==> src/rtl/bus_pkg.sv <==
package bus_pkg;

    ////////////////////////////////////////////////////////////
    // Widths

    localparam int ADDR_W = 16;
    localparam int DATA_W = 8;

    ////////////////////////////////////////////////////////////
    // Step indices of the one-hot timing register

    // Last step of a 4-state opcode read
    localparam int STEP_LAST_RD4   = 11;
    // Last step of 3-state reads, writes and idle cycles
    localparam int STEP_LAST_SHORT = 8;
    localparam int STEP_ALE_OFF    = 1;
    localparam int STEP_STROBE_ON  = 2;
    // Input latch point, also where RD3/WR3 strobes end
    localparam int STEP_LATCH      = 6;
    // /RD release of an opcode read
    localparam int STEP_RD4_END    = 8;

    ////////////////////////////////////////////////////////////
    // Bus cycle and micro-operation encodings

    typedef enum logic [1:0] {
        ACC_IDLE = 2'b00,
        ACC_RD4  = 2'b01,
        ACC_RD3  = 2'b10,
        ACC_WR3  = 2'b11
    } bus_acc_e;

    // Register loaded from wrdata on the tick
    typedef enum logic [2:0] {
        DST_NONE = 3'd0,
        DST_MD   = 3'd1,
        DST_MA   = 3'd2,
        DST_PC   = 3'd3,
        DST_SP   = 3'd4
    } uop_dst_e;

    // Stack action
    typedef enum logic [1:0] {
        SRC_NONE    = 2'd0,
        SRC_SP_POP  = 2'd1,
        SRC_SP_PUSH = 2'd2
    } uop_src_e;

    typedef enum logic [1:0] {
        ASEL_PC = 2'd0,
        ASEL_SP = 2'd1,
        ASEL_MA = 2'd2
    } addr_src_e;

    // One micro-operation, describes the next bus cycle
    typedef struct packed {
        bus_acc_e            next_acc;
        uop_dst_e            dst;
        uop_src_e            src;
        logic [ADDR_W-1:0]   wrdata;
    } uop_t;

    // Timing strobes, all qualified by the clock enable
    typedef struct packed {
        logic                   cycle_tick;
        logic                   opcode_tick;
        logic                   step1;
        logic                   step2;
        logic                   latch_tick;
        logic                   enabled;
        bus_acc_e               acc;
        // Raw one-hot step, not enabled
        logic [STEP_LAST_RD4:0] onehot;
    } step_t;

endpackage

==> src/rtl/bus_timing_gen.sv <==
`timescale 1ns/1ps

module bus_timing_gen (
    input  logic              emuclk,
    input  logic              mrst_n,
    input  logic              i_pcen,
    input  bus_pkg::bus_acc_e i_next_acc,
    output bus_pkg::step_t    o_step
);

    // Step 0 of a fresh cycle
    localparam logic [bus_pkg::STEP_LAST_RD4:0] STEP_FIRST =
        {{bus_pkg::STEP_LAST_RD4{1'b0}}, 1'b1};

    logic [bus_pkg::STEP_LAST_RD4:0] step_sr;
    bus_pkg::bus_acc_e               cur_acc;
    logic                            last_step;
    logic                            acc_is_rd4;
    logic                            acc_is_rd;

    assign acc_is_rd4 = (cur_acc == bus_pkg::ACC_RD4);
    assign acc_is_rd  = acc_is_rd4 | (cur_acc == bus_pkg::ACC_RD3);

    // 12 steps for opcode reads, 9 for everything else
    assign last_step = acc_is_rd4 ? step_sr[bus_pkg::STEP_LAST_RD4]
                                  : step_sr[bus_pkg::STEP_LAST_SHORT];

    ////////////////////////////////////////////////////////////
    // One-hot step shifter

    always_ff @(posedge emuclk) begin
        if (!mrst_n) begin
            // Come out of reset at the start of an opcode read
            step_sr <= STEP_FIRST;
            cur_acc <= bus_pkg::ACC_RD4;
        end else if (i_pcen) begin
            if (last_step) begin
                // Wrap and pick up the next cycle type
                step_sr <= STEP_FIRST;
                cur_acc <= i_next_acc;
            end else begin
                step_sr <= {step_sr[bus_pkg::STEP_LAST_RD4-1:0], 1'b0};
            end
        end
    end

    ////////////////////////////////////////////////////////////
    // Strobe decode

    assign o_step.enabled     = i_pcen;
    assign o_step.acc         = cur_acc;
    assign o_step.onehot      = step_sr;

    // End of cycle, only on an enabled edge
    assign o_step.cycle_tick  = i_pcen & last_step;
    assign o_step.opcode_tick = i_pcen & last_step & acc_is_rd4;

    // ALE release, then strobes on
    assign o_step.step1       = i_pcen & step_sr[bus_pkg::STEP_ALE_OFF];
    assign o_step.step2       = i_pcen & step_sr[bus_pkg::STEP_STROBE_ON];

    // Port sampling point of both read types
    assign o_step.latch_tick  = i_pcen & step_sr[bus_pkg::STEP_LATCH] & acc_is_rd;

endmodule

==> src/rtl/addr_reg_unit.sv <==
`timescale 1ns/1ps

module addr_reg_unit #(
    parameter logic [bus_pkg::ADDR_W-1:0] RESET_PC = '0
) (
    input  logic                         emuclk,
    input  logic                         mrst_n,
    input  bus_pkg::step_t               i_step,
    input  bus_pkg::uop_t                i_uop,
    output logic [bus_pkg::ADDR_W-1:0]   o_addr,
    output logic                         o_push_load
);

    localparam logic [bus_pkg::ADDR_W-1:0] ONE = {{(bus_pkg::ADDR_W-1){1'b0}}, 1'b1};

    logic [bus_pkg::ADDR_W-1:0] pc;
    logic [bus_pkg::ADDR_W-1:0] sp;
    logic [bus_pkg::ADDR_W-1:0] ma;
    bus_pkg::addr_src_e         asel;
    bus_pkg::addr_src_e         asel_next;
    // 1 = SP counts up (pop), 0 = SP counts down (push)
    logic                       sp_inc_ndec;
    logic                       sp_inc_ndec_next;
    logic                       pc_wr;
    logic                       sp_wr;
    logic                       ma_wr;
    logic                       sp_push;
    logic                       sp_pop;
    logic                       end_of_instr;
    logic                       next_is_rd;
    logic                       next_is_rw3;
    logic                       pc_step;
    logic                       sp_step;
    logic                       ma_step;

    ////////////////////////////////////////////////////////////
    // Micro-operation decode

    assign pc_wr   = (i_uop.dst == bus_pkg::DST_PC);
    assign sp_wr   = (i_uop.dst == bus_pkg::DST_SP);
    assign ma_wr   = (i_uop.dst == bus_pkg::DST_MA);
    assign sp_push = (i_uop.src == bus_pkg::SRC_SP_PUSH);
    assign sp_pop  = (i_uop.src == bus_pkg::SRC_SP_POP);

    // Next opcode fetch closes the instruction
    assign end_of_instr = (i_uop.next_acc == bus_pkg::ACC_RD4);
    assign next_is_rd   = end_of_instr | (i_uop.next_acc == bus_pkg::ACC_RD3);
    assign next_is_rw3  = (i_uop.next_acc == bus_pkg::ACC_RD3) |
                          (i_uop.next_acc == bus_pkg::ACC_WR3);

    // Push setup, shared with the data unit
    assign o_push_load = i_step.cycle_tick & sp_push & ma_wr;

    // Address source for the coming cycle
    always_comb begin
        asel_next = asel;
        if (end_of_instr) begin
            asel_next = bus_pkg::ASEL_PC;
        end else if (pc_wr) begin
            asel_next = bus_pkg::ASEL_PC;
        end else if ((sp_push | sp_pop) & ma_wr) begin
            asel_next = bus_pkg::ASEL_SP;
        end else if (ma_wr) begin
            asel_next = bus_pkg::ASEL_MA;
        end
    end

    always_comb begin
        sp_inc_ndec_next = sp_inc_ndec;
        if (end_of_instr) begin
            sp_inc_ndec_next = 1'b1;
        end else if (sp_push & ma_wr) begin
            sp_inc_ndec_next = 1'b0;
        end
    end

    // PC steps only for fetches that use it
    assign pc_step = next_is_rd & (asel_next == bus_pkg::ASEL_PC) & ~ma_wr;
    // Push predecrements, pop postincrements
    assign sp_step = next_is_rw3 & (asel_next == bus_pkg::ASEL_SP) &
                     (~sp_inc_ndec_next | (asel == bus_pkg::ASEL_SP));
    assign ma_step = next_is_rw3 & (asel_next == bus_pkg::ASEL_MA);

    ////////////////////////////////////////////////////////////
    // PC / SP / MA

    always_ff @(posedge emuclk) begin
        if (!mrst_n) begin
            pc          <= RESET_PC;
            sp          <= '0;
            ma          <= '0;
            asel        <= bus_pkg::ASEL_PC;
            sp_inc_ndec <= 1'b1;
        end else if (i_step.cycle_tick) begin
            asel        <= asel_next;
            sp_inc_ndec <= sp_inc_ndec_next;

            // 16-bit arithmetic wraps FFFF/0000 both ways
            if (pc_wr) begin
                pc <= i_uop.wrdata;
            end else if (pc_step) begin
                pc <= pc + ONE;
            end

            if (sp_wr) begin
                sp <= i_uop.wrdata;
            end else if (sp_step) begin
                sp <= sp_inc_ndec_next ? (sp + ONE) : (sp - ONE);
            end

            // Track the fetched address after an opcode read
            if (ma_wr) begin
                ma <= i_uop.wrdata;
            end else if (i_step.opcode_tick) begin
                ma <= pc;
            end else if (ma_step) begin
                ma <= ma + ONE;
            end
        end
    end

    // Address out
    always_comb begin
        case (asel)
            bus_pkg::ASEL_SP: o_addr = sp;
            bus_pkg::ASEL_MA: o_addr = ma;
            default:          o_addr = pc;
        endcase
    end

endmodule

==> src/rtl/mem_data_unit.sv <==
`timescale 1ns/1ps

module mem_data_unit (
    input  logic                           emuclk,
    input  logic                           mrst_n,
    input  bus_pkg::step_t                 i_step,
    input  bus_pkg::uop_t                  i_uop,
    input  logic                           i_push_load,
    input  logic [bus_pkg::DATA_W-1:0]     i_pd_i,
    output logic [bus_pkg::DATA_W-1:0]     o_data_byte,
    output logic [2*bus_pkg::DATA_W-1:0]   o_md,
    output logic [bus_pkg::DATA_W-1:0]     o_opcode
);

    localparam int DW = bus_pkg::DATA_W;

    logic [2*DW-1:0] md;
    logic [DW-1:0]   opcode;
    // Byte selects, 0 = low byte
    logic            in_sel;
    logic            out_sel;
    logic            md_wr;
    logic            end_of_instr;
    logic            acc_rd3;
    logic            acc_rd4;
    logic            acc_wr3;

    assign md_wr        = (i_uop.dst == bus_pkg::DST_MD);
    assign end_of_instr = (i_uop.next_acc == bus_pkg::ACC_RD4);

    // Type of the cycle that is running now
    assign acc_rd3 = (i_step.acc == bus_pkg::ACC_RD3);
    assign acc_rd4 = (i_step.acc == bus_pkg::ACC_RD4);
    assign acc_wr3 = (i_step.acc == bus_pkg::ACC_WR3);

    ////////////////////////////////////////////////////////////
    // Byte order bookkeeping

    always_ff @(posedge emuclk) begin
        if (!mrst_n) begin
            in_sel  <= 1'b0;
            out_sel <= 1'b0;
        end else if (i_step.cycle_tick) begin
            if (end_of_instr) begin
                in_sel  <= 1'b0;
                out_sel <= 1'b0;
            end else begin
                // Push writes high byte first
                if (i_push_load) begin
                    out_sel <= 1'b1;
                end else if (acc_wr3) begin
                    out_sel <= ~out_sel;
                end

                // Reads always fill low then high
                if (acc_rd3) begin
                    in_sel <= ~in_sel;
                end
            end
        end
    end

    ////////////////////////////////////////////////////////////
    // MD and opcode

    always_ff @(posedge emuclk) begin
        // Word load wins over a byte from the port
        if (i_step.cycle_tick && md_wr) begin
            md <= i_uop.wrdata;
        end else if (i_step.latch_tick && acc_rd3) begin
            if (in_sel) begin
                md[2*DW-1:DW] <= i_pd_i;
            end else begin
                md[DW-1:0] <= i_pd_i;
            end
        end

        if (i_step.latch_tick && acc_rd4) begin
            opcode <= i_pd_i;
        end
    end

    // Outgoing byte
    assign o_data_byte = out_sel ? md[2*DW-1:DW] : md[DW-1:0];
    assign o_md        = md;
    assign o_opcode    = opcode;

endmodule

==> src/rtl/bus_pin_ctrl.sv <==
`timescale 1ns/1ps

module bus_pin_ctrl (
    input  logic                         emuclk,
    input  logic                         mrst_n,
    input  bus_pkg::step_t               i_step,
    input  bus_pkg::bus_acc_e            i_next_acc,
    input  logic [bus_pkg::ADDR_W-1:0]   i_addr,
    input  logic [bus_pkg::DATA_W-1:0]   i_data_byte,
    output logic                         o_ale,
    output logic                         o_rd_n,
    output logic                         o_wr_n,
    output logic [bus_pkg::DATA_W-1:0]   o_pa_o,
    output logic [bus_pkg::DATA_W-1:0]   o_pd_o,
    output logic [bus_pkg::DATA_W-1:0]   o_pd_dir
);

    localparam int DW = bus_pkg::DATA_W;

    // 0 = address on the port, 1 = data
    logic          data_phase;
    logic          ale;
    logic          rd;
    logic          wr;
    logic [DW-1:0] pd_dir;
    logic          strobe_off;
    logic          acc_read;
    logic          acc_active;
    logic          next_active;

    assign acc_read    = (i_step.acc == bus_pkg::ACC_RD4) | (i_step.acc == bus_pkg::ACC_RD3);
    assign acc_active  = (i_step.acc != bus_pkg::ACC_IDLE);
    assign next_active = (i_next_acc != bus_pkg::ACC_IDLE);

    // Strobe release point per cycle type
    always_comb begin
        case (i_step.acc)
            bus_pkg::ACC_RD4: begin
                strobe_off = i_step.enabled & i_step.onehot[bus_pkg::STEP_RD4_END];
            end
            bus_pkg::ACC_RD3,
            bus_pkg::ACC_WR3: begin
                strobe_off = i_step.enabled & i_step.onehot[bus_pkg::STEP_LATCH];
            end
            default: begin
                strobe_off = 1'b0;
            end
        endcase
    end

    ////////////////////////////////////////////////////////////
    // Pin state

    always_ff @(posedge emuclk) begin
        if (!mrst_n) begin
            data_phase <= 1'b0;
            ale        <= 1'b0;
            rd         <= 1'b0;
            wr         <= 1'b0;
            pd_dir     <= '0;
        end else if (i_step.cycle_tick) begin
            // New cycle starts with the address phase
            data_phase <= 1'b0;
            ale        <= next_active;
            pd_dir     <= next_active ? '1 : '0;
        end else begin
            if (i_step.step1) begin
                ale <= 1'b0;
            end

            if (i_step.step2 && acc_active) begin
                data_phase <= 1'b1;
                rd         <= acc_read;
                wr         <= ~acc_read;
                // Let the memory drive during reads
                if (acc_read) begin
                    pd_dir <= '0;
                end
            end else if (strobe_off) begin
                rd <= 1'b0;
                wr <= 1'b0;
            end
        end
    end

    // Address high byte always, low byte muxed with data
    assign o_pa_o   = i_addr[bus_pkg::ADDR_W-1:DW];
    assign o_pd_o   = data_phase ? i_data_byte : i_addr[DW-1:0];
    assign o_pd_dir = pd_dir;
    assign o_ale    = ale;
    assign o_rd_n   = ~rd;
    assign o_wr_n   = ~wr;

endmodule

==> src/rtl/bus_cycle_unit.sv <==
`timescale 1ns/1ps

module bus_cycle_unit #(
    parameter logic [bus_pkg::ADDR_W-1:0] RESET_PC = '0
) (
    input  logic                           emuclk,
    input  logic                           mrst_n,
    input  logic                           i_mcuclk_pcen,
    input  bus_pkg::uop_t                  i_uop,
    input  logic [bus_pkg::DATA_W-1:0]     i_pd_i,
    output logic                           o_cycle_tick,
    output logic                           o_ale,
    output logic                           o_rd_n,
    output logic                           o_wr_n,
    output logic [bus_pkg::DATA_W-1:0]     o_pa_o,
    output logic [bus_pkg::DATA_W-1:0]     o_pd_o,
    output logic [bus_pkg::DATA_W-1:0]     o_pd_dir,
    output logic [bus_pkg::DATA_W-1:0]     o_opcode,
    output logic [2*bus_pkg::DATA_W-1:0]   o_md
);

    bus_pkg::step_t               step;
    logic [bus_pkg::ADDR_W-1:0]   bus_addr;
    logic [bus_pkg::DATA_W-1:0]   data_byte;
    logic                         push_load;

    // Micro-operation is consumed here
    assign o_cycle_tick = step.cycle_tick;

    ////////////////////////////////////////////////////////////
    // Step sequencing

    bus_timing_gen u_timing (
        .emuclk     (emuclk),
        .mrst_n     (mrst_n),
        .i_pcen     (i_mcuclk_pcen),
        .i_next_acc (i_uop.next_acc),
        .o_step     (step)
    );

    ////////////////////////////////////////////////////////////
    // Address and data paths

    addr_reg_unit #(
        .RESET_PC (RESET_PC)
    ) u_addr (
        .emuclk      (emuclk),
        .mrst_n      (mrst_n),
        .i_step      (step),
        .i_uop       (i_uop),
        .o_addr      (bus_addr),
        .o_push_load (push_load)
    );

    mem_data_unit u_data (
        .emuclk      (emuclk),
        .mrst_n      (mrst_n),
        .i_step      (step),
        .i_uop       (i_uop),
        .i_push_load (push_load),
        .i_pd_i      (i_pd_i),
        .o_data_byte (data_byte),
        .o_md        (o_md),
        .o_opcode    (o_opcode)
    );

    // Pins
    bus_pin_ctrl u_pins (
        .emuclk      (emuclk),
        .mrst_n      (mrst_n),
        .i_step      (step),
        .i_next_acc  (i_uop.next_acc),
        .i_addr      (bus_addr),
        .i_data_byte (data_byte),
        .o_ale       (o_ale),
        .o_rd_n      (o_rd_n),
        .o_wr_n      (o_wr_n),
        .o_pa_o      (o_pa_o),
        .o_pd_o      (o_pd_o),
        .o_pd_dir    (o_pd_dir)
    );

endmodule

==> config.mk <==
export PLATFORM = sky130hd
export DESIGN_NAME = bus_cycle_unit
export DESIGN_NICKNAME = d
export VERILOG_FILES = /design/src/rtl/bus_pkg.sv /design/src/rtl/bus_timing_gen.sv /design/src/rtl/addr_reg_unit.sv /design/src/rtl/mem_data_unit.sv /design/src/rtl/bus_pin_ctrl.sv /design/src/rtl/bus_cycle_unit.sv
export SDC_FILE = /design/constraint.sdc
export NUM_CORES = 1
export LEC_CHECK = 0
export BUFFER_PORTS_ARGS = -buffer_cell sky130_fd_sc_hd__clkbuf_2
export CAP_MARGIN = 20
export CORE_UTILIZATION = 35
export DETAILED_ROUTE_END_ITERATION = 8
export SYNTH_ARGS = -nofsm -noshare
export SYNTH_HDL_FRONTEND = slang
export SYNTH_SLANG_ARGS = --single-unit
export TNS_END_PERCENT = 30
==> constraint.sdc <==
create_clock -name emuclk -period 4.7 [get_ports emuclk]
set_clock_uncertainty 0.1 [all_clocks]
set_input_delay 0.47 -clock emuclk [delete_from_list [all_inputs] [get_ports emuclk]]
set_output_delay 0.47 -clock emuclk [all_outputs]
set_load 0.01 [all_outputs]
==> results.toml <==
[outcome]
status = "completed"

[detailed_routing]
drtIter0Drc = 535
drt_wl_total_mm = 18.34
ant_nets = 0
wire_per_inst_microns = 18.09
firstDrtPassIters = 6
drc = 0
vias = 5642
viasPerCell = 5.564

[final_layout]
diodes = 0
nNetsFinal = 846
area_growth_pct = 12.34
drive_gt1_frac = 0.1749
post-route-util = 0.4016
finalInstanceArea_sq_mm = 0.006947
fin_cells = 1014

[timing]
setup_viol = 0
slew_headroom = 0.3357
tightest_slew_ns = 0.9954
setup_tns_ns = 0
fin_ws_ns = 1.372
fmax_ghz = 0.3005
period_needed_ns = 3.328
hold_viol = 0
final_max_slew_viol_count = 0
rsz0062_at_grt = "no"
fin_hold_ws_ns = 0.2207
finalCritPeriodShare = 0.7080

[hold_path]
hold_path.class = "input port to flip-flop"
min_from = "i_pd_i[0]"
hold_depth = 1
min_to = "u_data.o_opcode[0]$_DFFE_PP_"

[pwr]
p_sw_mw = 0.4384
ir_drop_uv = 163.4
comb_power_share = 0.069
swShare = 0.2593
power.share.clock = 0.428
power.total_mw = 1.691
p_leak_nw = 2.631
intPower_mw = 1.252
power_density_mw_per_mm2 = 243.4
p_seq_frac = 0.502

[cts]
tritoncts = "done"
cts.repair.resized = 0
clk_path_buf_depth = 2
numCtsBuffers = 9
hold_buffers = 0
htreeDepth = 3
cts_root_buffer = "clkbuf_16"
cts_sinks = 96
clk_pin_slew_ns = 0.07
postCtsSetupRepairBufs = 0
clock_latency_ns = 0.36

[logic_synthesis]
synthFlopType = "dfxtp_1"
synth_top_area_share = 0.2331
ys_seq_elements = 96
yosysUniqueCellTypes = 77
ys_top_cells_by_area = "dfxtp_1, edfxtp_1, a21oi_1, ha_1, nor2_1"
syn_nets = 804
postSynthAreaPerCell_sq_um = 8.333
async_flop_share = 0
syn_inst = 742
synth_edf_count = 24
syn_area_sq_mm = 0.006183
synth_warnings = 0
synth_area_leader_cell = "dfxtp_1"
yosysSeqAreaShare = 0.3497

[place]
place_congestion = 0.8613
post-dp-hpwl_mm = 13.27
placed_area_sq_mm = 0.006661
place_inst = 998
place_ws_ns = 1.164
portBuffers = 85

[global_routing]
grt_max_degree = 49
track_usage = 0.2081
grt_overflow = 0
grt_pass1_wl_mm = 29.24
antenna_found_initial = 0
grt_pass1_vias = 5161

[worst_setup_path]
cpLargestDelayFamily = "simple AND/OR/NAND/NOR gates"
criticalPathCategory = "flip-flop to flip-flop"
slowest_delay_ns = 0.73
reg2reg_slack_ns = 1.37
cp_data_arrival_time_ns = 3.34
path_cells = "ha_1, mux2_2, nand2_1, buf_4, inv_2, nand3_1, o21ai_0, buf_4"
cp-start-kind = "flip-flop"
cp_num_buf_inv = 3
path_common_cell = "buf_4"
rr_endpoint = "u_data.o_md[4]$_DFFE_PP_"
r2r.worst_path.cells = 8
critPathSlowestCell = "nand3_1"
cp_max_fo = 22
crit_required_ns = 4.72
r2r_start = "u_timing.cur_acc[0]$_SDFFE_PN1P_"
crit_path_end_kind = "flip-flop"

[floorplanning]
coreArea_sq_mm = 0.01730
die_w_microns = 134.9
ios = 86
start_util = 0.3575
die_y_microns = 134.9
row_count = 48
dieArea_sq_mm = 0.01820

[job]
maxCapViolCount = 0
-- power by group through the flow --
stage / Clock (mW) / Combinational (mW) / Sequential, mW
after floorplan: 0 / 0.0663 / 0.867
after global placement: 0 / 0.115 / 0.869
after detailed placement: 0 / 0.116 / 0.868
after CTS: 0.733 / 0.117 / 0.849
after global routing: 0.756 / 0.128 / 0.849
final: 0.724 / 0.117 / 0.849
-- layout make-up --
class	count	area, sq um
multi-input combinational	565	3665
fill	1776	10350
inverter	20	75.07
clock buffer	10	229.0
tap	225	281.5
sequential	96	2162
timing repair buffer	92	478.0
clock inverter	6	56.30
-- sequential cells by signal (all words and copies together), names as in the netlist, 2 cells and up --
signal            flops
u_addr.ma            16
u_addr.pc            16
u_addr.sp            16
u_data.o_md          16
u_timing.step_sr     12
u_data.o_opcode       8
u_addr.asel           2
u_timing.cur_acc      2
-- cell families (layout without fill, tap and decap cells) --
group,Yosys count,after routing,synth area share
buffers and inverters,81,128,0.05848
muxes,37,37,0.06334
AOI/OAI and AO/OA,241,241,0.2586
and+or+nand+nor,240,240,0.1851
adders and majority gates,28,28,0.05787
DFF,96,96,0.3497
xor gates and xnor gates,19,19,0.02691
-- Yosys cell counts, types with 4 or more instances --
master,count
nor2b_1,7
buf_2,7
clkbuf_1,38
mux2_1,8
o21ai_1,13
o211ai_1,6
a211oi_1,20
mux2_2,9
a31oi_1,11
a41oi_1,5
nand2_1,72
nand3_1,20
o32ai_1,4
inv_1,19
nor3_1,7
a21oi_1,69
and4_1,4
a21o_1,5
o31ai_1,4
o22ai_1,4
a22oi_1,19
dfxtp_1,72
buf_1,5
o21ai_0,37
o221a_2,4
ha_1,27
xor2_1,9
o21a_1,4
and3_1,9
and2_1,8
buf_4,9
edfxtp_1,24
nor2_1,79
xnor2_1,10
mux2i_1,20
a21boi_0,6
nand4_1,14
-- how the worst max path moves through the flow --
| stage | startpoint | end | slack [ns] | cells past startpoint |
|---|---|---|---|---|
| finish | u_timing.cur_acc[0]$_SDFFE_PN1P_ | u_data.o_md[4]$_DFFE_PP_ | 1.37 | 8 |
| global route | u_timing.cur_acc[1]$_SDFFE_PN0P_ | u_data.o_md[1]$_DFFE_PP_ | 1.10 | 9 |
| CTS | u_timing.cur_acc[1]$_SDFFE_PN0P_ | u_data.o_md[1]$_DFFE_PP_ | 1.34 | 9 |
| detailed placement | i_uop[22] | u_addr.sp[15]$_SDFFE_PN0P_ | 1.16 | 11 |
| global placement | i_uop[16] | u_addr.sp[15]$_SDFFE_PN0P_ | 1.26 | 12 |
| floorplan | i_uop[18] | u_addr.sp[15]$_SDFFE_PN0P_ | 1.40 | 11 |
-- routing by layer --
| metal | global-route usage | vias up | wire [microns] |
|---|---|---|---|
| met2 | 0.3156 | 210 | 7888 |
| met5 | 0 | - | 0 |
| li1 | - | 2800 | - |
| met1 | 0.3033 | 2621 | 8921 |
| met4 | 0.04557 | 0 | 169 |
| met3 | 0.03979 | 11 | 1360 |
-- cell usage in the layout (no fill, tap or decap), types with 5 or more instances in the layout --
cell type	instances
a211oi_1	20
a21boi_0	6
a21o_1	5
a21oi_1	69
a22oi_1	19
a31oi_1	11
a41oi_1	5
and2_1	8
and3_1	9
buf_4	7
clkbuf_16	9
clkbuf_2	85
dfxtp_1	72
edfxtp_1	24
ha_1	27
inv_1	19
mux2_1	8
mux2_2	9
mux2i_1	20
nand2_1	72
nand3_1	20
nand4_1	14
nor2_1	79
nor2b_1	7
nor3_1	7
o211ai_1	6
o21ai_0	37
o21ai_1	13
xnor2_1	10
xor2_1	9
Note: power is estimated with default switching activity, not from simulation.
